===== src/source/mipsCore_defines.svh =====
`default_nettype none

`ifndef MIPSCORE_DEFINES_SVH
`define MIPSCORE_DEFINES_SVH

// first fetch address after reset
`define RESET_PC 32'h0000_0000
// general purpose register file
`define REG_COUNT 32
`define REG_IDX_W 5

`endif

`default_nettype wire

===== src/source/mipsIsaPkg.sv =====
`include "mipsCore_defines.svh"
`default_nettype none

package mipsIsaPkg;

	// primary opcodes, bits 31:26
	typedef enum logic [5:0] {
		OP_RTYPE = 6'b000000,
		OP_J     = 6'b000010,
		OP_BEQ   = 6'b000100,
		OP_BNE   = 6'b000101,
		OP_ADDIU = 6'b001001,
		OP_LUI   = 6'b001111,
		OP_LB    = 6'b100000,
		OP_LH    = 6'b100001,
		OP_LW    = 6'b100011,
		OP_LBU   = 6'b100100,
		OP_LHU   = 6'b100101,
		OP_SB    = 6'b101000,
		OP_SH    = 6'b101001,
		OP_SW    = 6'b101011
	} opcodeT;

	// r-type function codes, bits 5:0
	typedef enum logic [5:0] {
		FN_MFHI = 6'b010000,
		FN_MFLO = 6'b010010,
		FN_MULT = 6'b011000,
		FN_ADDU = 6'b100001,
		FN_SUBU = 6'b100011,
		FN_AND  = 6'b100100,
		FN_OR   = 6'b100101,
		FN_SLT  = 6'b101010
	} functT;

	// add is zero so a bubble decodes as a harmless add
	typedef enum logic [3:0] {
		ALU_ADD, ALU_SUB, ALU_AND, ALU_OR, ALU_SLT,
		ALU_LUI, ALU_MULT, ALU_MFHI, ALU_MFLO
	} aluOpT;

	// access width of loads and stores
	typedef enum logic [1:0] {
		MEM_BYTE = 2'd0,
		MEM_HALF = 2'd1,
		MEM_WORD = 2'd2
	} memSizeT;

endpackage

`default_nettype wire


===== src/source/mipsPipePkg.sv =====
`include "mipsCore_defines.svh"
`default_nettype none

package mipsPipePkg;
	import mipsIsaPkg::*;

	typedef struct packed {
		logic [31:0] instr;
		logic [31:0] pcPlus4;
	} fetchDecodeT;

	typedef struct packed {
		logic [31:0] srcA;
		logic [31:0] srcB;
		logic [31:0] imm;
		logic [`REG_IDX_W-1:0] rs;
		logic [`REG_IDX_W-1:0] rt;
		logic [`REG_IDX_W-1:0] rd;
		aluOpT aluOp;
		logic aluSrc;
		logic regWrite;
		logic memRead;
		logic memWrite;
		logic loadUnsigned;
		logic hiloWrite;
		memSizeT memSize;
	} decodeExecT;

	typedef struct packed {
		logic [31:0] aluResult;
		logic [31:0] storeData;
		logic [`REG_IDX_W-1:0] rd;
		logic regWrite;
		logic memRead;
		logic memWrite;
		memSizeT memSize;
		logic loadUnsigned;
	} execMemT;

	// load data itself rides in a separate register
	typedef struct packed {
		logic [31:0] aluResult;
		logic [`REG_IDX_W-1:0] rd;
		logic regWrite;
		logic memRead;
		memSizeT memSize;
		logic loadUnsigned;
	} memWbT;

	// decode back to fetch
	typedef struct packed {
		logic taken;
		logic [31:0] target;
	} redirectT;

	// register write port, also the forwarding source
	typedef struct packed {
		logic regWrite;
		logic [`REG_IDX_W-1:0] rd;
		logic [31:0] result;
	} wbT;

	typedef enum logic [1:0] {
		FWD_NONE = 2'b00,
		FWD_WB   = 2'b01,
		FWD_MEM  = 2'b10
	} fwdSelT;

endpackage

`default_nettype wire


===== src/source/hazardUnit.sv =====
`timescale 1ns/100ps
`include "mipsCore_defines.svh"
`default_nettype none

module hazardUnit import mipsPipePkg::*; (
	input  decodeExecT            deIn,
	input  execMemT               emIn,
	input  logic [`REG_IDX_W-1:0] rsD,
	input  logic [`REG_IDX_W-1:0] rtD,
	input  logic                  branchD,
	input  wbT                    wb,
	output fwdSelT                fwdAE,
	output fwdSelT                fwdBE,
	output logic                  fwdAD,
	output logic                  fwdBD,
	output logic                  stallF,
	output logic                  stallD,
	output logic                  flushE
);

	logic loadUse, branchOnExec, branchOnLoad, stall;

	// execute operands, memory wins over writeback
	always_comb begin
		fwdAE = FWD_NONE;
		if (deIn.rs != '0 && emIn.regWrite && emIn.rd == deIn.rs) fwdAE = FWD_MEM;
		else if (deIn.rs != '0 && wb.regWrite && wb.rd == deIn.rs) fwdAE = FWD_WB;
		fwdBE = FWD_NONE;
		if (deIn.rt != '0 && emIn.regWrite && emIn.rd == deIn.rt) fwdBE = FWD_MEM;
		else if (deIn.rt != '0 && wb.regWrite && wb.rd == deIn.rt) fwdBE = FWD_WB;
	end

	// branch operands straight from the memory-stage alu result
	assign fwdAD = rsD != '0 && emIn.regWrite && emIn.rd == rsD;
	assign fwdBD = rtD != '0 && emIn.regWrite && emIn.rd == rtD;

	// load in execute feeding decode
	assign loadUse = deIn.memRead && deIn.rd != '0 && (deIn.rd == rsD || deIn.rd == rtD);

	// branch waits on results not yet available to compare
	assign branchOnExec = branchD && deIn.regWrite && deIn.rd != '0
		&& (deIn.rd == rsD || deIn.rd == rtD);
	assign branchOnLoad = branchD && emIn.memRead && emIn.rd != '0
		&& (emIn.rd == rsD || emIn.rd == rtD);

	assign stall = loadUse | branchOnExec | branchOnLoad;
	assign stallF = stall;
	assign stallD = stall;
	assign flushE = stall;

endmodule

`default_nettype wire


===== config.mk =====
export PLATFORM = sky130hd
export DESIGN_NAME = hazardUnit
export DESIGN_NICKNAME = d
export VERILOG_FILES = /design/src/source/mipsIsaPkg.sv /design/src/source/mipsPipePkg.sv /design/src/source/hazardUnit.sv
export VERILOG_INCLUDE_DIRS = /design/src /design/src/source
export SDC_FILE = /design/constraint.sdc
export NUM_CORES = 1
export LEC_CHECK = 0
export BUFFER_PORTS_ARGS = -buffer_cell sky130_fd_sc_hd__buf_2
export CAP_MARGIN = 15
export CORE_AREA = 2 2 98 100
export DETAILED_ROUTE_END_ITERATION = 10
export DIE_AREA = 0 0 100 102
export GPL_TIMING_DRIVEN = 0
export PLACE_DENSITY_LB_ADDON = 0.15
export SLEW_MARGIN = 10
export SYNTH_ARGS = -nofsm -noshare
export SYNTH_HDL_FRONTEND = slang
export SYNTH_SLANG_ARGS = --single-unit
export TNS_END_PERCENT = 1

===== constraint.sdc =====
create_clock -name vclk -period 3
set_clock_uncertainty 0.1 [all_clocks]
set_input_delay 0.9 -clock vclk [all_inputs]
set_output_delay 0.9 -clock vclk [all_outputs]
set_load 0.01 [all_outputs]

After elaboration in Yosys (flattened, before gate mapping)
Cells that the tools add are included.
{"block": "totals", "out_inout_bits": 9, "regBits": 0, "input_bits": 247, "word_cells": 42}
{"block": "classes", "reduce_logical": 28, "bitwise_logic": 2, "mux": 4, "eq_ne": 8}
{"cell": "$eq 5x5->1", "n": 8}
{"cell": "$reduce_bool 5->1", "n": 6}
{"cell": "$logic_and 1x1->1", "n": 20}
{"cell": "$mux 2", "n": 2}
{"cell": "$logic_or 1x1->1", "n": 2}
{"cell": "$mux 1", "n": 2}
{"cell": "$or 1x1->1", "n": 2}

Depth between registers and ports, before layout
Gate-level depths: netlist of the first run.
{"block": "logic_depth", "depth_word": 5, "mapped_depth": 7, "depth_no_buf": 5}

Worst setup path after synthesis of the first run
Ideal clock, no wire load.
{"block": "synth_path", "path_type": "input -> output", "startpoint": "input emIn[10] (netlist name)", "endpoint": "output stallD", "stages": 7, "n_path_buf": 2, "arrival_time_ns": 2.081, "slack_ns": -0.081, "t_required_ns": 2.000, "cell_sequence": "clkbuf_1 > xnor2_1 > nand3_1 > nor3_1 > o2111ai_1 > o31ai_1 > buf_4"}
{"block": "synth_via", "elab_chain_len": 4, "word_cells_on_any_way": 7, "classes_between": "2 x eq/ne; 1 x bitwise; 4 x reduce/logical"}
{"item": "start, declared", "line_no": "hazardUnit.sv:7", "text": "input execMemT emIn,"}
{"item": "$eq 5x5->1 / $reduce_bool 5->1 (equally long branches)", "line_no": "hazardUnit.sv:44, hazardUnit.sv:43"}
{"item": "$logic_or 1x1->1 / $logic_and 1x1->1 (equally long branches)", "line_no": "hazardUnit.sv:44, hazardUnit.sv:43"}
{"item": "$logic_and 1x1->1 *", "line_no": "hazardUnit.sv:44", "text": "&& (emIn.rd == rsD || emIn.rd == rtD);"}
{"item": "$or 1x1->1 *", "line_no": "hazardUnit.sv:46", "text": "assign stall = loadUse | branchOnExec | branchOnLoad;"}
{"item": "end, declared", "line_no": "hazardUnit.sv:17", "text": "output logic stallD,"}
Every way passes the cells marked *; elsewhere a longest branch is shown, timed or not.

Final worst setup path of the first run
{"block": "layout_path", "startpoint": "input deIn[26] (netlist name)", "endpoint": "output fwdAE[0]"}
{"block": "layout_via", "elab_chain_len": 5, "word_cells_on_any_way": 9, "classes_between": "2 x eq/ne; 2 x mux; 5 x reduce/logical"}
{"item": "start, declared", "line_no": "hazardUnit.sv:6", "text": "input decodeExecT deIn,"}
{"item": "$reduce_bool 5->1", "line_no": "hazardUnit.sv:26, hazardUnit.sv:27"}
{"item": "$logic_and 1x1->1 (2 in a row)", "line_no": "hazardUnit.sv:27", "text": "else if (deIn.rs != '0 && wb.regWrite && wb.rd == deIn.rs) fwdAE = FWD_WB;"}
{"item": "$mux 1", "line_no": "hazardUnit.sv:27"}
{"item": "$mux 2 *", "line_no": "hazardUnit.sv:26", "text": "if (deIn.rs != '0 && emIn.regWrite && emIn.rd == deIn.rs) fwdAE = FWD_MEM;"}
{"item": "end, declared", "line_no": "hazardUnit.sv:12", "text": "output fwdSelT fwdAE,"}
Marks and branches as above.

==> impl_results.html, run 1 <==
<table>
<tr><th>Metric</th><th>Value</th></tr>
<tr><th colspan="2">Power</th></tr>
<tr><td>Total power after layout</td><td>roughly 150 uW</td></tr>
<tr><td>Register share of total power</td><td>0%</td></tr>
<tr><td>Combinational Power Share</td><td>100.0%</td></tr>
<tr><td>Worst voltage drop across the vdd grid</td><td>0.0418 mV</td></tr>
<tr><td>PwrDens</td><td>~130 mW/mm^2</td></tr>
<tr><td>Switching Fraction</td><td>around half</td></tr>
<tr><td>Clock network fraction of total power</td><td>0%</td></tr>
<tr><td>Sw power</td><td>approximately 70 uW</td></tr>
<tr><td>Internal Pwr Total</td><td>between 70 and 80 uW</td></tr>
<tr><td>Reported leakage power</td><td>about 0.45 nW</td></tr>
<tr><th colspan="2">Finish</th></tr>
<tr><td>Post-layout nets</td><td>380</td></tr>
<tr><td>Non-Filler Cell Area, Final</td><td>0.00116 sq mm</td></tr>
<tr><td>Layout-stage area growth over the synthesis result</td><td>83.5%</td></tr>
<tr><td>Clock buffers</td><td>0</td></tr>
<tr><td>Ant. Diodes</td><td>0</td></tr>
<tr><td>Layout filler cell count</td><td>1061</td></tr>
<tr><td>Share of cells above drive strength 1</td><td>a little under three fifths</td></tr>
<tr><td>Area used by sequential logic in the layout</td><td>0 sq um</td></tr>
<tr><td>Sequential cells</td><td>0</td></tr>
<tr><th colspan="2">Min path</th></tr>
<tr><td>Hold WC Path Type</td><td>input pin to primary output</td></tr>
<tr><th colspan="2">Synthesis</th></tr>
<tr><td>Register area share after synthesis</td><td>0%</td></tr>
<tr><td>Post-synthesis area per instance</td><td>a little under 8 sq um</td></tr>
<tr><td>Number of nets in the synthesized netlist</td><td>approximately 330</td></tr>
<tr><td>Post-Synthesis Cell Area</td><td>631 sq um</td></tr>
<tr><td>Ys Warns</td><td>0</td></tr>
<tr><td>Count of different cell masters after synthesis</td><td>20</td></tr>
<tr><td>Number of standard cells after synthesis</td><td>81</td></tr>
<tr><th colspan="2">GRT</th></tr>
<tr><td>Global-route wire length before repair</td><td>approximately 4200 um</td></tr>
<tr><td>Global-route usage over all layers</td><td>under 10%</td></tr>
<tr><td>Remaining global-route overflow</td><td>0</td></tr>
<tr><td>Pin count of the biggest net entering global routing</td><td>6</td></tr>
<tr><td>Initial antenna violation count</td><td>0</td></tr>
<tr><td>Number of global-route vias before repair</td><td>802</td></tr>
<tr><th colspan="2">Setup path</th></tr>
<tr><td>Maximum cell stage delay along the critical path</td><td>approximately 540 ps</td></tr>
<tr><td>Kind of end point of the critical path</td><td>primary output</td></tr>
<tr><td>Worst setup path category</td><td>input pin to primary output</td></tr>
<tr><td>WP data arrival</td><td>approximately 2200 ps</td></tr>
<tr><td>Startpoint kind of the worst setup timing path</td><td>input pin</td></tr>
<tr><td>Top fanout value on the critical path</td><td>2</td></tr>
<tr><td>Slowest stage cell on the critical path</td><td>or4_4</td></tr>
<tr><td>Critical path cell sequence</td><td>buf_8, or4_4, nor2_4, nor4_4, nor4_2, buf_2</td></tr>
<tr><td>Required time of the critical path</td><td>about 2000 ps</td></tr>
<tr><th colspan="2">Timing</th></tr>
<tr><td>Final hold violation count</td><td>0</td></tr>
<tr><td>Post-Route Setup TNS</td><td>-453 ps</td></tr>
<tr><td>Worst slew margin</td><td>81.0%</td></tr>
<tr><td>Smallest hold slack</td><td>~2100 ps</td></tr>
<tr><td>Unrepaired setup endpoints after global routing</td><td>true</td></tr>
<tr><td>Total count of max-transition violations in the final report</td><td>0</td></tr>
<tr><td>Min Clock Period, post-route</td><td>between 3000 and 4000 ps</td></tr>
<tr><td>Pin slew with the least headroom to its limit</td><td>approximately 280 ps</td></tr>
<tr><td>Setup slack of the critical path after layout</td><td>-216 ps</td></tr>
<tr><td>Final Setup Violations</td><td>5</td></tr>
<tr><td>Final period util</td><td>107%</td></tr>
<tr><td>Maximum clock frequency</td><td>just over 300 MHz</td></tr>
<tr><th colspan="2">Drt</th></tr>
<tr><td>Final antenna-violating net count</td><td>0</td></tr>
<tr><td>Pre-antenna DRT Iters</td><td>3</td></tr>
<tr><td>Total wirelength of the detailed-routed design</td><td>~2800 um</td></tr>
<tr><td>Detailed Route Iter0 Violations</td><td>23</td></tr>
<tr><td>Vias</td><td>between 700 and 800</td></tr>
<tr><td>Average routed wire per standard cell</td><td>about 11 um</td></tr>
<tr><td>Drc violations</td><td>0</td></tr>
<tr><td>Vias per inst</td><td>around 3.1</td></tr>
<tr><th colspan="2">Clock network</th></tr>
<tr><td>Number of hold buffers added after CTS</td><td>0</td></tr>
<tr><th colspan="2">Place</th></tr>
<tr><td>Pre-CTS worst setup slack</td><td>-309 ps</td></tr>
<tr><td>Cell area after placement</td><td>0.00100 sq mm</td></tr>
<tr><td>Detailed-placement wirelength estimate</td><td>roughly 2500 um</td></tr>
<tr><td>Quantity of I/O buffers inserted on ports</td><td>45</td></tr>
<tr><td>Gpl congestion</td><td>0.720</td></tr>
<tr><th colspan="2">Flow run</th></tr>
<tr><td>Number of max-cap violations</td><td>0</td></tr>
<tr><th colspan="2">Floorplan</th></tr>
<tr><td>Vert. Die Dim</td><td>102 um</td></tr>
<tr><td>Io pins</td><td>around 260</td></tr>
<tr><td>Die width</td><td>approximately 100 um</td></tr>
<tr><td>Die Area</td><td>between 0.01 and 0.015 sq mm</td></tr>
<tr><td>Total core area</td><td>around 0.009 sq mm</td></tr>
<tr><td>FP Rows</td><td>35</td></tr>
<tr><td>Effective utilization at floorplan</td><td>under 10%</td></tr>
<tr><th colspan="2">Outcome</th></tr>
<tr><td>Run status</td><td>finished, violations left</td></tr>
<tr><td>Failing checks</td><td>setup timing</td></tr>
</table>
-- cell type report --
cell class	instances	area [sq um]	area share, %
well taps	111	139	12.0
repair buffers	50	295	25.5
multi-input cells	74	673	58.2
plain buffers	7	50.0	4.32
-- synth_stat cells --
library cell	n	share of area, %
nand3_1	3	2.4
buf_1	1	0.59
a21oi_1	1	0.79
nor2_1	2	1.2
o311a_1	2	3.2
or3_1	2	2.0
or4_1	1	1.2
buf_4	2	2.4
clkbuf_1	4	2.4
o31ai_1	1	1.2
or4_4	2	3.6
nor3_1	5	4.0
xor2_1	13	18
o2111ai_1	1	1.4
nand4_1	4	4.0
nor2_4	2	3.6
nand2_1	3	1.8
a31oi_1	1	0.99
xnor2_1	27	38
nor4_2	4	7.9
-- power by group through the flow --
stage          logic [mW]  registers [mW]  clock network (mW)
2_1_floorplan      0.0696               0                   0
3_3_place_gp        0.129               0                   0
3_5_place_dp        0.127               0                   0
4_1_cts             0.144               0                   0
5_1_grt             0.161               0                   0
6_report            0.146               0                   0
-- cell families after synthesis --
logic type,count (synthesis),share of synthesized area [%]
simple gates,28,31.5
compound gates,6,7.54
buf+inv,7,5.36
xor+xnor,40,55.6
-- critical path: cells and delay by family --
kind	cells	cell delay [ps]
and+or+nand+nor	4	1030
buffers and inverters	2	290
-- worst paths after layout --
check,slack [ps],start,depth (start not counted),to
worst min-delay path,2050,wb[37],4,fwdBE[0]
worst max-delay path,-220,deIn[26],6,fwdAE[0]
-- per-layer routing --
| layer | GRT usage, % | part of all wire (%) |
|---|---|---|
| met1 | 8.15 | 53 |
| met2 | 7.64 | 43 |
| met3 | 0.616 | 4.1 |
| met4 | 0 | 0 |
| met5 | 0 | 0 |
-- repair_timing --
item,in CTS,in global routing
pin swaps,16,5
resized for setup,23,3
buffers inserted,5,0
setup endpoints to repair,8,7
-- layout by cell type (no fill, tap or decap), drive strengths merged --
master / n
or4: 3
nor3: 5
or3: 2
buf: 53
a31oi: 1
nand4: 4
a21oi: 1
xor2: 13
nand2: 3
o31ai: 1
xnor2: 27
clkbuf: 4
o311a: 2
nand3: 3
o2111ai: 1
nor2: 4
nor4: 4
-- through the flow --
stage	util (%)	instances
after floorplan	-	81
after global placement	11.0	237
after detailed placement	11.0	237
after CTS	12.5	242
after global routing	12.7	242
final	12.7	242
No activity file was read; power rests on OpenSTA's default activity.
==> run 2: changes to the inputs <==
--- a/config.mk
+++ b/config.mk
@@ -13,7 +13,6 @@
 export DIE_AREA = 0 0 100 102
 export GPL_TIMING_DRIVEN = 0
 export PLACE_DENSITY_LB_ADDON = 0.15
-export SLEW_MARGIN = 10
 export SYNTH_ARGS = -nofsm -noshare
 export SYNTH_HDL_FRONTEND = slang
 export SYNTH_SLANG_ARGS = --single-unit
==> constraint.sdc (replaced) <==
create_clock -name vclk -period 3.45
set_clock_uncertainty 0.1 [all_clocks]
set_input_delay 1.035 -clock vclk [all_inputs]
set_output_delay 1.035 -clock vclk [all_outputs]
set_load 0.1 [all_outputs]
==> impl_results.html, run 2 (synthesized netlist as in run 1, its figures left out) <==
<table>
<tr><th>Metric</th><th>Value</th></tr>
<tr><th colspan="2">Timing</th></tr>
<tr><td>Final hold violation count</td><td>0 (unchanged)</td></tr>
<tr><td>Maximum clock frequency</td><td>~280 MHz</td></tr>
<tr><td>Final Setup Violations</td><td>4 (-1)</td></tr>
<tr><td>Pin slew with the least headroom to its limit</td><td>508 ps (+224 ps)</td></tr>
<tr><td>Worst slew margin</td><td>66.4% (-15 points)</td></tr>
<tr><td>Min Clock Period, post-route</td><td>around 3500 ps</td></tr>
<tr><td>Setup slack of the critical path after layout</td><td>-68.5 ps (+147 ps)</td></tr>
<tr><td>Total count of max-transition violations in the final report</td><td>0 (unchanged)</td></tr>
<tr><td>Smallest hold slack</td><td>2420 ps (+365 ps)</td></tr>
<tr><td>Final period util</td><td>102%</td></tr>
<tr><td>Unrepaired setup endpoints after global routing</td><td>true</td></tr>
<tr><td>Post-Route Setup TNS</td><td>-142 ps (+311 ps)</td></tr>
<tr><th colspan="2">Min path</th></tr>
<tr><td>Worst min-delay path startpoint</td><td>wb[37]</td></tr>
<tr><td>Hold path cells</td><td>4 (unchanged)</td></tr>
<tr><td>Hold WC Path Type</td><td>input pin to primary output</td></tr>
<tr><td>Sink of the worst hold path</td><td>fwdBE[0]</td></tr>
<tr><th colspan="2">Setup path</th></tr>
<tr><td>Crit-path most repeated cell</td><td>nor4_4</td></tr>
<tr><td>Required time of the critical path</td><td>2310 ps (+310 ps)</td></tr>
<tr><td>Worst path top cell family by delay</td><td>simple AND/OR/NAND/NOR gates</td></tr>
<tr><td>Number of buffer and inverter instances along the worst setup path</td><td>2 (unchanged)</td></tr>
<tr><td>Worst setup path category</td><td>input pin to primary output</td></tr>
<tr><td>Maximum cell stage delay along the critical path</td><td>540 ps (about the same)</td></tr>
<tr><td>WP data arrival</td><td>2380 ps (+160 ps)</td></tr>
<tr><td>Startpoint kind of the worst setup timing path</td><td>input pin</td></tr>
<tr><td>Top fanout value on the critical path</td><td>3 (+1)</td></tr>
<tr><td>Critical path cell sequence</td><td>buf_2, or4_4, nor2_4, nor4_4, nor4_4, buf_6</td></tr>
<tr><td>Slowest stage cell on the critical path</td><td>or4_4</td></tr>
<tr><td>Kind of end point of the critical path</td><td>primary output</td></tr>
<tr><th colspan="2">Power</th></tr>
<tr><td>PwrDens</td><td>132 mW/mm^2 (+4.8%)</td></tr>
<tr><td>Internal Pwr Total</td><td>69.8 uW (-6.2%)</td></tr>
<tr><td>Clock network fraction of total power</td><td>0% (unchanged)</td></tr>
<tr><td>Register share of total power</td><td>0% (unchanged)</td></tr>
<tr><td>Reported leakage power</td><td>0.454 nW (+0.95%)</td></tr>
<tr><td>Total power after layout</td><td>165 uW (+13%)</td></tr>
<tr><td>Worst voltage drop across the vdd grid</td><td>0.0271 mV (-35%)</td></tr>
<tr><td>Combinational Power Share</td><td>100.0% (about the same)</td></tr>
<tr><td>Sw power</td><td>95.4 uW (+33%)</td></tr>
<tr><td>Switching Fraction</td><td>57.8% (+8.7 points)</td></tr>
<tr><th colspan="2">GRT</th></tr>
<tr><td>Met1 demand-to-capacity share in global routing</td><td>7.61% (-0.54 points)</td></tr>
<tr><td>Number of global-route vias before repair</td><td>893 (+11%)</td></tr>
<tr><td>Global-route usage over all layers</td><td>6.94% (+1.9 points)</td></tr>
<tr><td>Met3 track demand over resource</td><td>4.17% (+3.6 points)</td></tr>
<tr><td>Pin count of the biggest net entering global routing</td><td>6 (unchanged)</td></tr>
<tr><td>Remaining global-route overflow</td><td>0 (unchanged)</td></tr>
<tr><td>Grt peak-use layer</td><td>met2</td></tr>
<tr><td>Initial antenna violation count</td><td>4 (+4)</td></tr>
<tr><td>Global-route wire length before repair</td><td>5330 um (+28%)</td></tr>
<tr><td>GRT met2 Usage</td><td>12.4% (+4.7 points)</td></tr>
<tr><th colspan="2">Place</th></tr>
<tr><td>Cell area after placement</td><td>0.00104 sq mm (+3.9%)</td></tr>
<tr><td>Quantity of I/O buffers inserted on ports</td><td>45 (unchanged)</td></tr>
<tr><td>Cells after DPL</td><td>237 (unchanged)</td></tr>
<tr><td>Detailed-placement wirelength estimate</td><td>3070 um (+23%)</td></tr>
<tr><td>Pre-CTS worst setup slack</td><td>-677 ps (-369 ps)</td></tr>
<tr><td>Gpl congestion</td><td>0.695 (-3.5%)</td></tr>
<tr><th colspan="2">Finish</th></tr>
<tr><td>Layout filler cell count</td><td>1061 (unchanged)</td></tr>
<tr><td>Number of cells in the finished layout apart from fillers</td><td>243 (+0.41%)</td></tr>
<tr><td>Layout-stage area growth over the synthesis result</td><td>97.8%</td></tr>
<tr><td>Area used by sequential logic in the layout</td><td>0 sq um (unchanged)</td></tr>
<tr><td>Sequential cells</td><td>0 (unchanged)</td></tr>
<tr><td>Most common library cell in the layout ignoring fill and taps</td><td>buf_2</td></tr>
<tr><td>Clock buffers</td><td>0 (unchanged)</td></tr>
<tr><td>Non-Filler Cell Area, Final</td><td>0.00125 sq mm (+7.8%)</td></tr>
<tr><td>Commonest cells after routing, fill and taps aside</td><td>buf_2, xnor2_1, xor2_1</td></tr>
<tr><td>Share of cells above drive strength 1</td><td>58.9% (+2.4 points)</td></tr>
<tr><td>Post-layout nets</td><td>378 (-0.53%)</td></tr>
<tr><td>Final core utilization</td><td>13.7% (+0.99 points)</td></tr>
<tr><td>Area used by multi-input combinational logic</td><td>727 sq um (+8.0%)</td></tr>
<tr><th colspan="2">Floorplan</th></tr>
<tr><td>FP Rows</td><td>35 (unchanged)</td></tr>
<tr><td>Io pins</td><td>256 (unchanged)</td></tr>
<tr><td>Effective utilization at floorplan</td><td>6.92% (unchanged)</td></tr>
<tr><td>Total core area</td><td>0.00911 sq mm (unchanged)</td></tr>
<tr><td>Vert. Die Dim</td><td>102 um (unchanged)</td></tr>
<tr><td>Die Area</td><td>0.0102 sq mm (unchanged)</td></tr>
<tr><td>Die width</td><td>100 um (unchanged)</td></tr>
<tr><th colspan="2">Drt</th></tr>
<tr><td>Average routed wire per standard cell</td><td>14.4 um (+26%)</td></tr>
<tr><td>Vias per inst</td><td>3.17 (+0.63%)</td></tr>
<tr><td>Drc violations</td><td>0 (unchanged)</td></tr>
<tr><td>Total wirelength of the detailed-routed design</td><td>3510 um (+27%)</td></tr>
<tr><td>Detailed Route Iter0 Violations</td><td>11 (-52%)</td></tr>
<tr><td>Pre-antenna DRT Iters</td><td>3 (unchanged)</td></tr>
<tr><td>Vias</td><td>770 (+1.0%)</td></tr>
<tr><td>Final antenna-violating net count</td><td>0 (unchanged)</td></tr>
<tr><th colspan="2">Outcome</th></tr>
<tr><td>Run status</td><td>finished, violations left</td></tr>
<tr><td>Failing checks</td><td>setup timing</td></tr>
<tr><th colspan="2">Clock network</th></tr>
<tr><td>Number of hold buffers added after CTS</td><td>0 (unchanged)</td></tr>
<tr><th colspan="2">Flow run</th></tr>
<tr><td>Number of max-cap violations</td><td>0 (unchanged)</td></tr>
</table>
==> run 2: power by group through the flow <==
stage               registers, mW  logic [mW]  clock network, mW
finish                          0       0.165        0.000000116
global placement                0       0.142                  0
detailed placement              0       0.142                  0
CTS                             0       0.156                  0
global route                    0       0.178                  0
floorplan                       0      0.0888                  0
==> run 2: how the worst max path moves through the flow <==
stage	from	end	slack, ps	cells after the start
after global placement	emIn[6]	stallD	-720	8
final	deIn[23]	fwdAE[0]	-70	6
after detailed placement	emIn[6]	stallD	-680	8
after CTS	deIn[23]	fwdAE[0]	-110	6
after global routing	emIn[9]	stallD	-130	8
after floorplan	emIn[8]	fwdBE[0]	-680	5
==> run 2: final cells by class <==
type               count  area share [%]
multi-input cells     74            58.3
diodes                 3           0.602
well taps            111            11.1
plain buffers          7            3.81
repair buffers        48            26.2
==> run 2: timing repair <==
action | CTS | global route
gates resized for setup | 29 | 15
setup endpoints to repair | 9 | 9
setup buffers | 2 | 1
pin swaps | 6 | 6
==> run 2: layer usage <==
metal  vias to the layer above  wire length, um
li1                        386                -
met1                       353             1330
met2                        27             1700
met3                         2              459
met4                         2                0
met5                         -               16
